**src/elink_macros.svh**
```systemverilog
`ifndef ELINK_MACROS_SVH
`define ELINK_MACROS_SVH

//########################################
//# link geometry
//########################################

`define ELINK_PW 104       // reordered packet width
`define ELINK_SW 112       // raw sample, seven 16-bit words
`define ELINK_WORDS 7      // words in a full transaction

//########################################
//# receive queues
//########################################

// both peer queues share these
`define ELINK_QDEPTH 8     // entries per queue
`define ELINK_QTHRESH 6    // fill level that raises wait

`endif

```
**src/elink_pkg.sv**
```systemverilog
`include "elink_macros.svh"

package elink_pkg;

   //########################################
   //# link vectors
   //########################################

   typedef logic [15:0]              word_t;    // one deserialized link word
   typedef logic [`ELINK_SW-1:0]     sample_t;  // seven words, wire order
   typedef logic [`ELINK_WORDS-1:0]  pointer_t; // one-hot word select

   // packet layout
   //   [0]      access
   //   [1]      write
   //   [3:2]    datamode
   //   [7:4]    ctrlmode
   //   [39:8]   dstaddr
   //   [71:40]  data
   //   [103:72] srcaddr
   typedef logic [`ELINK_PW-1:0]     packet_t;

   // fill count, one extra bit so a full queue is representable
   typedef logic [$clog2(`ELINK_QDEPTH+1)-1:0] qcount_t;

   //########################################
   //# arbiter
   //########################################

   typedef enum logic
   {
      last_wr, // write queue granted last
      last_rd  // read queue granted last
   } arb_state_t;

endpackage

```
**src/erx_framer.sv**
```systemverilog
`timescale 1ns/1ps
`include "elink_macros.svh"

module erx_framer
  (
   input  logic               rx_lclk,
   input  logic               reset,
   input  logic               rxi_frame,  // frame level from the pins
   input  elink_pkg::word_t   rxi_data,   // deserialized word
   output elink_pkg::packet_t packet,     // reordered packet
   output logic               burst,      // packet is a burst follow-on
   output logic               wr_push,    // write queue strobe
   output logic               rd_push     // read queue strobe
   );

   localparam int burst_word = 3; // burst beats restart at data word

   logic                 frame_q;       // registered frame
   elink_pkg::word_t     data_q;        // word aligned with frame_q
   elink_pkg::pointer_t  pointer;       // one-hot slice select
   elink_pkg::sample_t   sample;        // raw words
   logic                 last_word;     // word 6 captured this cycle
   logic                 in_burst;      // a packet of this frame already done
   logic                 access;        // sample complete
   logic                 access_burst;  // burst flag travelling with access
   elink_pkg::packet_t   packet_nxt;    // field reorder of sample

   //########################################
   //# frame and word alignment
   //########################################

   always_ff @(posedge rx_lclk or posedge reset)
      if (reset)
         frame_q <= 1'b0;
      else
         frame_q <= rxi_frame;

   always_ff @(posedge rx_lclk)
      data_q <= rxi_data; // same stage as frame_q

   assign last_word = frame_q & pointer[`ELINK_WORDS-1];

   // pointer parks on word 0 while idle
   always_ff @(posedge rx_lclk or posedge reset)
      if (reset)
         pointer <= elink_pkg::pointer_t'(1);
      else if (~frame_q)
         pointer <= elink_pkg::pointer_t'(1);             // new frame
      else if (pointer[`ELINK_WORDS-1])
         pointer <= elink_pkg::pointer_t'(1) << burst_word; // next burst beat
      else
         pointer <= pointer << 1;                          // mid frame

   //########################################
   //# sample assembly
   //########################################

   always_ff @(posedge rx_lclk)
      if (frame_q)
      begin
         for (int i = 0; i < `ELINK_WORDS; i++)
            if (pointer[i])
               sample[16*i +: 16] <= data_q;
      end

   // set after the first packet of a frame, cleared when frame drops
   always_ff @(posedge rx_lclk or posedge reset)
      if (reset)
         in_burst <= 1'b0;
      else if (~frame_q)
         in_burst <= 1'b0;
      else if (last_word)
         in_burst <= 1'b1;

   always_ff @(posedge rx_lclk or posedge reset)
      if (reset)
         access <= 1'b0;
      else
         access <= last_word;

   always_ff @(posedge rx_lclk)
      if (last_word)
         access_burst <= in_burst; // old value, so first packet is not burst

   //########################################
   //# field reorder
   //########################################

   always_comb
   begin
      packet_nxt[0]       = sample[40];        // access
      packet_nxt[1]       = sample[41];        // write
      packet_nxt[3:2]     = sample[43:42];     // datamode
      packet_nxt[7:4]     = sample[15:12];     // ctrlmode
      // dstaddr straddles words 0..2
      packet_nxt[39:8]    = {sample[11:8], sample[23:16], sample[31:24],
                             sample[39:32], sample[47:44]};
      // data, bytes swapped on the wire
      packet_nxt[71:40]   = {sample[55:48], sample[63:56],
                             sample[71:64], sample[79:72]};
      packet_nxt[103:72]  = {sample[87:80], sample[95:88],
                             sample[103:96], sample[111:104]}; // srcaddr
   end

   always_ff @(posedge rx_lclk)
      if (access)
      begin
         packet <= packet_nxt;
         burst  <= access_burst;
      end

   // steer by write bit, valid with packet
   always_ff @(posedge rx_lclk or posedge reset)
      if (reset)
      begin
         wr_push <= 1'b0;
         rd_push <= 1'b0;
      end
      else
      begin
         wr_push <= access & packet_nxt[1];
         rd_push <= access & ~packet_nxt[1];
      end

endmodule

```
**src/erx_queue.sv**
```systemverilog
`timescale 1ns/1ps
`include "elink_macros.svh"

module erx_queue
  (
   input  logic               rx_lclk,
   input  logic               reset,
   input  logic               push,         // store push_packet
   input  elink_pkg::packet_t push_packet,
   input  logic               push_burst,
   input  logic               pop,          // drop head
   output elink_pkg::packet_t head_packet,  // oldest entry
   output logic               head_burst,
   output logic               not_empty,
   output logic               wait_level    // back-pressure to sender
   );

   localparam int aw = $clog2(`ELINK_QDEPTH);

   elink_pkg::packet_t        mem [`ELINK_QDEPTH]; // packet storage
   logic [`ELINK_QDEPTH-1:0]  burst_mem;           // burst bit per entry
   logic [aw-1:0]             wr_idx;
   logic [aw-1:0]             rd_idx;
   elink_pkg::qcount_t        count;
   elink_pkg::qcount_t        count_nxt;

   // circular increment
   function automatic logic [aw-1:0] next_idx(input logic [aw-1:0] idx);
      return (idx == aw'(`ELINK_QDEPTH-1)) ? '0 : idx + 1'b1;
   endfunction

   //########################################
   //# storage
   //########################################

   always_ff @(posedge rx_lclk)
      if (push)
      begin
         mem[wr_idx]       <= push_packet;
         burst_mem[wr_idx] <= push_burst;
      end

   assign head_packet = mem[rd_idx];
   assign head_burst  = burst_mem[rd_idx];

   //########################################
   //# indexes and fill level
   //########################################

   // no overflow guard, sender honors wait_level
   assign count_nxt = count + elink_pkg::qcount_t'(push) - elink_pkg::qcount_t'(pop);

   always_ff @(posedge rx_lclk or posedge reset)
      if (reset)
      begin
         wr_idx     <= '0;
         rd_idx     <= '0;
         count      <= '0;
         wait_level <= 1'b0;
      end
      else
      begin
         if (push)
            wr_idx <= next_idx(wr_idx);
         if (pop)
            rd_idx <= next_idx(rd_idx);
         count      <= count_nxt;
         wait_level <= (count_nxt >= elink_pkg::qcount_t'(`ELINK_QTHRESH)); // tracks count
      end

   assign not_empty = (count != '0);

endmodule

```
**src/erx_arbiter.sv**
```systemverilog
`timescale 1ns/1ps

module erx_arbiter
  (
   input  logic               rx_lclk,
   input  logic               reset,
   input  logic               core_wait,     // stall from core
   input  logic               wr_not_empty,
   input  elink_pkg::packet_t wr_packet,     // write queue head
   input  logic               wr_burst,
   input  logic               rd_not_empty,
   input  elink_pkg::packet_t rd_packet,     // read queue head
   input  logic               rd_burst,
   output logic               wr_pop,
   output logic               rd_pop,
   output logic               rx_access,     // one-cycle valid
   output elink_pkg::packet_t rx_packet,
   output logic               rx_burst
   );

   elink_pkg::arb_state_t last_grant; // who won last time
   logic                  grant_wr;
   logic                  grant_rd;

   //########################################
   //# round robin
   //########################################

   always_comb
   begin
      grant_wr = 1'b0;
      grant_rd = 1'b0;
      if (~core_wait)
      begin
         if (wr_not_empty & rd_not_empty)
         begin
            // both pending, other side goes
            grant_wr = (last_grant == elink_pkg::last_rd);
            grant_rd = (last_grant == elink_pkg::last_wr);
         end
         else
         begin
            grant_wr = wr_not_empty;
            grant_rd = rd_not_empty;
         end
      end
   end

   assign wr_pop = grant_wr;
   assign rd_pop = grant_rd;

   always_ff @(posedge rx_lclk or posedge reset)
      if (reset)
      begin
         last_grant <= elink_pkg::last_rd; // writes win first tie
         rx_access  <= 1'b0;
      end
      else
      begin
         if (grant_wr)
            last_grant <= elink_pkg::last_wr;
         else if (grant_rd)
            last_grant <= elink_pkg::last_rd;
         rx_access <= grant_wr | grant_rd;
      end

   // outgoing bus payload
   always_ff @(posedge rx_lclk)
      if (grant_wr | grant_rd)
      begin
         rx_packet <= grant_wr ? wr_packet : rd_packet;
         rx_burst  <= grant_wr ? wr_burst : rd_burst;
      end

endmodule

```
**src/erx_top.sv**
```systemverilog
`timescale 1ns/1ps

module erx_top
  (
   input  logic               rx_lclk,
   input  logic               reset,
   input  logic               rxi_frame,
   input  elink_pkg::word_t   rxi_data,
   input  logic               core_wait,
   output logic               rx_access,
   output elink_pkg::packet_t rx_packet,
   output logic               rx_burst,
   output logic               rxo_wr_wait,
   output logic               rxo_rd_wait
   );

   elink_pkg::packet_t packet;        // framer output
   logic               burst;
   logic               wr_push;
   logic               rd_push;
   logic               wr_pop;
   logic               rd_pop;
   logic               wr_not_empty;
   logic               rd_not_empty;
   elink_pkg::packet_t wr_packet;     // write queue head
   elink_pkg::packet_t rd_packet;     // read queue head
   logic               wr_burst;
   logic               rd_burst;

   //########################################
   //# receive path
   //########################################

   erx_framer framer_i
     (.rx_lclk (rx_lclk), .reset (reset), .rxi_frame (rxi_frame), .rxi_data (rxi_data),
      .packet (packet), .burst (burst), .wr_push (wr_push), .rd_push (rd_push));

   erx_queue wr_queue_i // writes only
     (.rx_lclk (rx_lclk), .reset (reset), .push (wr_push), .push_packet (packet),
      .push_burst (burst), .pop (wr_pop), .head_packet (wr_packet),
      .head_burst (wr_burst), .not_empty (wr_not_empty), .wait_level (rxo_wr_wait));

   erx_queue rd_queue_i // reads only
     (.rx_lclk (rx_lclk), .reset (reset), .push (rd_push), .push_packet (packet),
      .push_burst (burst), .pop (rd_pop), .head_packet (rd_packet),
      .head_burst (rd_burst), .not_empty (rd_not_empty), .wait_level (rxo_rd_wait));

   erx_arbiter arbiter_i
     (.rx_lclk (rx_lclk), .reset (reset), .core_wait (core_wait),
      .wr_not_empty (wr_not_empty), .wr_packet (wr_packet), .wr_burst (wr_burst),
      .rd_not_empty (rd_not_empty), .rd_packet (rd_packet), .rd_burst (rd_burst),
      .wr_pop (wr_pop), .rd_pop (rd_pop), .rx_access (rx_access),
      .rx_packet (rx_packet), .rx_burst (rx_burst));

endmodule

```
**config.mk**
```make
export PLATFORM = sky130hd
export DESIGN_NAME = erx_top
export DESIGN_NICKNAME = d
export VERILOG_FILES = /design/src/elink_pkg.sv /design/src/erx_framer.sv /design/src/erx_queue.sv /design/src/erx_arbiter.sv /design/src/erx_top.sv
export VERILOG_INCLUDE_DIRS = /design/src
export SDC_FILE = /design/constraint.sdc
export NUM_CORES = 2
export LEC_CHECK = 0
export ABC_AREA = 1
export BUFFER_PORTS_ARGS = -buffer_cell sky130_fd_sc_hd__buf_2
export CAP_MARGIN = 10
export CELL_PAD_IN_SITES_DETAIL_PLACEMENT = 1
export CELL_PAD_IN_SITES_GLOBAL_PLACEMENT = 2
export CORE_ASPECT_RATIO = 1.4
export CORE_MARGIN = 5
export CORE_UTILIZATION = 43
export DETAILED_ROUTE_END_ITERATION = 8
export GPL_ROUTABILITY_DRIVEN = 0
export GPL_TIMING_DRIVEN = 0
export PLACE_DENSITY_LB_ADDON = 0.1
export SLEW_MARGIN = 20
export SYNTH_ARGS = -nofsm -noshare
export SYNTH_HDL_FRONTEND = slang
export SYNTH_SLANG_ARGS = --single-unit
```
**constraint.sdc**
```tcl
create_clock -name rx_lclk -period 6.1 [get_ports rx_lclk]
set_input_delay 0.305 -clock rx_lclk [delete_from_list [all_inputs] [get_ports rx_lclk]]
set_output_delay 0.305 -clock rx_lclk [all_outputs]
set_load 0.005 [all_outputs]
```
# Word level (Yosys, flattened, before mapping)
# Memory sizes are Yosys's and may differ from the RTL's.
# Index checks and enable logic that the tools add are counted.
[totals] mem_bits_rw=1664 inputBits=20 out_inout_bits=108 regBits=391 wordCells=103 mem_count=2
[classes] eq_ne=5 addsub=8 n_mux=30 bitwise_logic=7 magnitude_cmp=8 reduce_logical=12
[memory_table] name="rd_queue_i.mem" words=8 width=104 rd=1 rd_ports_with_merged_regs=0 write_ports=1 line="erx_queue.sv:20" rtl="elink_pkg::packet_t mem [`ELINK_QDEPTH];"
[memory_table] name="wr_queue_i.mem" words=8 width=104 rd=1 rd_ports_with_merged_regs=0 write_ports=1 line="erx_queue.sv:20"
[op_table] operator="$mux 104" count=1
[op_table] operator="$mux 1" count=17
[op_table] operator="$bwmux 8" count=2
[op_table] operator="$lt 3x4->1 const B" count=4
[op_table] operator="$mux 7" count=2
[op_table] operator="$reduce_and 2->1" count=7
[op_table] operator="$add 3x1->3 const B" count=4
[op_table] operator="$eq 3x3->1 const B" count=4
[op_table] operator="$mux 3" count=4
[op_table] operator="$add 4x1->4" count=2
[op_table] operator="$ge 4x3->1 const B" count=2
[op_table] operator="$reduce_bool 4->1" count=2
[op_table] operator="$sub 4x1->4" count=2
[op_table] operator="$bmux 1 s3" count=2
[op_table] operator="$demux 1 s3" count=2
[op_table] operator="$ge 3x1->1 const B" count=2
[op_table] operator="$and 1x1->1" count=4
[op_table] operator="$logic_and 1x1->1" count=2
[op_table] operator="$ne 2x2->1 const B" count=1
[op_table] operator="$not 1->1" count=2
[op_table] operator="$reduce_bool 2->1" count=1
[op_table] operator="$or 1x1->1" count=1

# Logic depth before layout (Yosys ltp)
[depth] depth_word=6 depth_mapped=14 depth_no_buf=13

# Modules after synthesis
# A second synthesis with hierarchy kept.
[hier_totals] cells_unflattened=8138 area_unflattened_um2=86376.6
[by_module_without_submodules] module="erx_queue (wr_queue_i)" seq_area_each_um2=25499.5 cells_per_inst=3701 area_each_um2=37299.5 instances=1
[by_module_without_submodules] module="erx_queue (rd_queue_i)" seq_area_each_um2=25499.5 cells_per_inst=3701 area_each_um2=37279.5 instances=1
[by_module_without_submodules] module="erx_framer" seq_area_each_um2=6927.9 cells_per_inst=267 area_each_um2=7044.3 instances=1
[by_module_without_submodules] module="erx_arbiter" seq_area_each_um2=3204.3 cells_per_inst=469 area_each_um2=4753.3 instances=1

# Worst setup path after synthesis
# No wires, ideal clock.
[synth_timing] path_kind="reg2reg" from="register framer_i.wr_push" to="register wr_queue_i.burst_mem[1] (enable)" setup_slack_ns=0.577 synth_period_minus_slack_ns=5.523 stages_incl_launch_ff=3 path_buffers=0 setup_ns=0.570 arrival_ns=4.952 t_required_ns=5.530 path_cell_list="dfrtp_1 -> nand2_1 -> nor2_1"
[synth_rtl] item="start, declared" line="erx_framer.sv:12" rtl="output logic wr_push,"
[synth_rtl] item="start signal, assigned" line="erx_framer.sv:121" rtl="wr_push <= access & packet_nxt[1];"
[synth_rtl] item="end signal, assigned by index" line="erx_queue.sv:40" rtl="burst_mem[wr_idx] <= push_burst;"
[synth_rtl] item="end, declared" line="erx_queue.sv:21" rtl="logic [`ELINK_QDEPTH-1:0] burst_mem;"

# Worst setup path in the final report
[layout_timing] from="register rd_queue_i.rd_idx[2]" to="register arbiter_i.rx_packet[77] (data pin)"
[layout_via] elab_chain_cells=2
[layout_lines] item="start, declared" line="erx_queue.sv:23" rtl="logic [aw-1:0] rd_idx;"
[layout_lines] item="start signal, assigned" line="erx_queue.sv:66" rtl="rd_idx <= next_idx(rd_idx);"
[layout_lines] item="$mem_v2 8x104"
[layout_lines] item="$mux 104" line="erx_arbiter.sv:71" rtl="rx_packet <= grant_wr ? wr_packet : rd_packet;"
[layout_lines] item="end signal, assigned" line="erx_arbiter.sv:71"
[layout_lines] item="end, declared" line="erx_arbiter.sv:17" rtl="output elink_pkg::packet_t rx_packet,"
# Every way passes these cells.
# A chain may end at the register's enable or synchronous reset.

==> results.md <==
- The proportion of power drawn by combinational gates is 30.8%.
- The number of placed instances, taps included, is 10,000.
- The count of distinct cell types in the synthesized netlist is 24.
- In this run the number of cells on the critical path is 7.
- Setup violations remaining at the end of the flow were counted as 0.
- The signed area change from the synthesized netlist to the final layout is 15.4%.
- The critical path goes through buf_2, inv_2, buf_2, buf_2, nand3_1, nand3_1, nand2_1.
- For the pin with the worst max-slew slack, the measured transition is 1150 ps.
- The summed negative setup slack over all endpoints is 0 ps.
- The master cell of the clock root buffer is sky130_fd_sc_hd__clkbuf_16.
- The total of buffers placed on input and output ports is 127.
- TritonCTS built the clock tree.
- The final clock period utilization by the worst path is 52.2%.
- Fill cells in the final layout number 20,200.
- The clock network fraction of design power is 30.2%.
- Setup repair after global routing left no endpoint under its margin.
- CTS saw 2,047 sinks.
- Using the TritonRoute via totals, the vias-per-cell ratio works out to 5.18.
- The hold-critical path depth is 2.
- The worst setup path is captured at a flip-flop.
- The tool flagged a number of max-cap violations equal to 0.
- The share of total power consumed by net switching is 36.3%.
- The nature of the critical path startpoint is a flip-flop.
- Global routing consumed, over all layers together, 25.5% of the routing resources.
- The final critical-path setup slack is 2910 ps.
- The global-route wire length before repair is 378,000 um.
- The slowest stage of the critical path belongs to the cell sky130_fd_sc_hd__buf_2.
- The logic depth of the worst register-to-register path is 7.
- Timing analysis after detailed placement gives a worst setup slack of 2920 ps.
- The worst-skew pair later-pin latency is 870 ps.
- Counting along the longest clock path gives a buffer depth of 4.
- Clock-pin slew was measured on the worst setup and hold paths at 60 ps.
- The routed design could run at a clock period as short as 3190 ps.
- The mean post-synth cell area is 11.4 um2.
- The net count of the finished layout is 7,781.
- The post-placement cell area is 89,300 um2.
- The run finished with clean final reports.
- After detailed routing, the average wire length per cell comes to 25.2 um.
- The number of gates resized after CTS was 0.
- The sequential cell area fraction in the yosys report is 73.5%.
- The number of global-route vias before repair was 56,700.
- The final cell count without fillers is 10,400.
- The critical path's largest stage delay is 630 ps.
- The sum of buffers and inverters on the critical path is 4.
- The path category of the worst min-delay check is primary input to flip-flop.
- The worst endpoint data arrival time is 3680 ps.
- The total power is 41.2 mW.
- In this run the remaining antenna-violating nets after routing total 0.
- Entering global routing, the biggest net connects 48 pins.
- The detailed router placed 54,000 vias in this run.
- Final hold analysis gives a worst-case slack of 70.1 ps.
- In this run, flip-flops and latches consume 39.1% of the power.
- The initial detailed-routing violation count is 3,861.
- For this design the ratio of total power to cell area is 430 nW/um2.
- The type of the worst setup path is flip-flop to flip-flop.
- The normalized max-slew margin is 23.0%.
- The final instance area is 96,000 um2.
- The site row count is 191.
- The largest vdd supply drop is 0.000350 V.
- For this run, the number of Yosys warnings is 0.
- The die is 382 um wide.
- The kind of cell with the highest combined delay along the critical path is buffers and inverters.
- The half-perimeter wire length of the detailed placement result is 179,000 um.
- The number of search-and-repair iterations in the first detailed-routing pass is 7.
- The design internal power is 26.3 mW.
- Synthesis produced a netlist with a net count of 7,329.
- The standard cell core area is 193,000 um2.
- The number of antenna violations at the first check in global routing is 29.
- Of all nets on the critical path, the largest fanout is 10.
- In this run the post-CTS setup repair buffer count came out at 0.
- The mapped cell area is 83,100 um2.
- The gate count of the mapped netlist is 7,289.
- The number of H-tree levels is 4.
- The total detailed-routing wirelength is 262,000 um.
- The TritonCTS buffer count is 207.
- The effective utilization at floorplan is 43.1%.
- The switching component of the power is 15.0 mW.
- The standby leakage power is 39.8 nW.
- The count of endpoints failing hold in the final timing report was 0.
- In the routed design, unresolved DRC markers number 0.
- Derived from the worst setup path, the maximum achievable clock frequency is 314 MHz.
- Measured on the finished design, the core utilization comes to 49.8%.
- The die covers 202,000 um2.
- The data required time at the worst endpoint is 6590 ps.
- Measured along the y axis, the die boundary spans 530 um.
- The post-synthesis register bit count is 2,047.
- The worst-case clock skew is 62.6 ps.
- The max-slew violation count is 0.
- The cell repeated most along the worst path is sky130_fd_sc_hd__buf_2.
- For flop-to-flop paths, the worst setup slack is 2910 ps.
- Of the cells placed in the final design, the portion with a size suffix greater than 1 is 10.4%.
- In this run the count of I/O pins placed on the die edge is 128.
- For this run the aggregate overflow at the end of global routing stands at 0.
power by group through the flow:
stage	logic [mW]	clock network, mW	registers, mW
6_report	12.7	12.4	16.1
3_5_place_dp	12.8	0	16.4
3_3_place_gp	12.6	0	16.4
2_1_floorplan	6.89	0	16.4
4_1_cts	12.9	12.7	16.1
5_1_grt	13.8	13.3	16.1
cells in the final DEF (no fill, tap or decap), types with 4 or more instances in the layout:
master                             n
sky130_fd_sc_hd__buf_1            15
sky130_fd_sc_hd__buf_12           58
sky130_fd_sc_hd__buf_16           38
sky130_fd_sc_hd__buf_2           347
sky130_fd_sc_hd__buf_4            51
sky130_fd_sc_hd__buf_6             4
sky130_fd_sc_hd__bufinv_16        11
sky130_fd_sc_hd__clkbuf_1        106
sky130_fd_sc_hd__clkbuf_16       211
sky130_fd_sc_hd__clkbuf_8         20
sky130_fd_sc_hd__clkinv_1         40
sky130_fd_sc_hd__clkinv_2         29
sky130_fd_sc_hd__clkinvlp_4       12
sky130_fd_sc_hd__dfrtp_1          33
sky130_fd_sc_hd__dfxtp_1          12
sky130_fd_sc_hd__dfxtp_2           4
sky130_fd_sc_hd__diode_2          12
sky130_fd_sc_hd__dlygate4sd3_1    19
sky130_fd_sc_hd__edfxtp_1       1995
sky130_fd_sc_hd__ha_1             18
sky130_fd_sc_hd__inv_1          1300
sky130_fd_sc_hd__inv_2             5
sky130_fd_sc_hd__inv_6             4
sky130_fd_sc_hd__nand2_1        2251
sky130_fd_sc_hd__nand3_1        1266
sky130_fd_sc_hd__nor2_1            9
sky130_fd_sc_hd__nor2_4           17
sky130_fd_sc_hd__o21ai_0          13
worst register-to-register path, cell delays in order, from the launching register on:
cell and delay (ps):
sky130_fd_sc_hd__dfrtp_1 390, sky130_fd_sc_hd__buf_2 300, sky130_fd_sc_hd__inv_2 530, sky130_fd_sc_hd__buf_2 650, sky130_fd_sc_hd__buf_2 400, sky130_fd_sc_hd__nand3_1 150
sky130_fd_sc_hd__nand3_1 190, sky130_fd_sc_hd__nand2_1 230
state kept, by name, summed over array words and instances (netlist names), 3 cells and up:
signal,flops
rd_queue_i.wr_idx,3
wr_queue_i.count,4
rd_queue_i.rd_idx,3
rd_queue_i.mem,832
framer_i.sample,104
wr_queue_i.mem,832
rd_queue_i.count,4
arbiter_i.rx_packet,104
framer_i.data_q,16
framer_i.packet,104
framer_i.pointer,7
rd_queue_i.burst_mem,8
wr_queue_i.burst_mem,8
wr_queue_i.rd_idx,3
wr_queue_i.wr_idx,3
layer usage:
metal / share of wire (%) / up-vias / GRT usage, % / wire length (um)
li1: - / 24800 / - / -
met1: 40 / 27600 / 31.5 / 105000
met2: 52 / 1313 / 46.6 / 137000
met3: 4.4 / 391 / 2.94 / 11600
met4: 3.4 / 0 / 8.77 / 8800
met5: 0 / - / 0 / 0
cells by family after synthesis:
family	count (synthesis)	synth area share, %
AND/OR/NAND/NOR	3547	17.9
XOR/XNOR	2	0.0211
buffers and inverters	1656	8.08
AO/OA/AOI/OAI	17	0.108
flip-flops	2047	73.5
adder cells (fa/ha/maj)	20	0.319
worst paths after layout:
kind	startpoint	to
max reg2reg	rd_queue_i.rd_idx[2]	arbiter_i.rx_packet[77]
min in group asynchronous	reset	wr_queue_i.wr_idx[0]
min reg2reg	framer_i.sample[22]	framer_i.packet[34]
max	rd_queue_i.rd_idx[2]	arbiter_i.rx_packet[77]
max in group asynchronous	reset	framer_i.pointer[0]
min	rxi_frame	framer_i.frame_q
synth_stat cells (all sizes together):
cell type / count / area share (%)
nand3: 1267 / 7.6
nand3b: 2 / 0.018
dfrtp: 34 / 1.0
edfxtp: 1995 / 72
clkbuf: 59 / 0.27
dfstp: 2 / 0.063
nand2: 2252 / 10
o211ai: 2 / 0.018
xor2: 2 / 0.021
nor2: 26 / 0.13
fa: 2 / 0.048
buf: 290 / 1.9
a21oi: 2 / 0.012
inv: 1307 / 5.9
dfxtp: 16 / 0.39
ha: 18 / 0.27
o21ai: 13 / 0.078
final cells by class:
class	instances	area, um2	area share (%)
flip-flops and latches	2047	61100	63.7
multi-input cells	3586	15400	16.1
well taps	2509	3140	3.27
repair buffers	243	3050	3.18
inverters	1307	4910	5.12
clock buffers	279	5740	5.98
diodes	12	30.0	0.0313
clock inverters	96	751	0.782
plain buffers	349	1810	1.88
repair_timing:
item | in CTS | in global routing
hold buffers | 19 | 0
hold endpoints to repair | 53 | 0
endpoints found under the setup margin | 0 | 0
No activity file was read; power rests on OpenSTA's default activity.
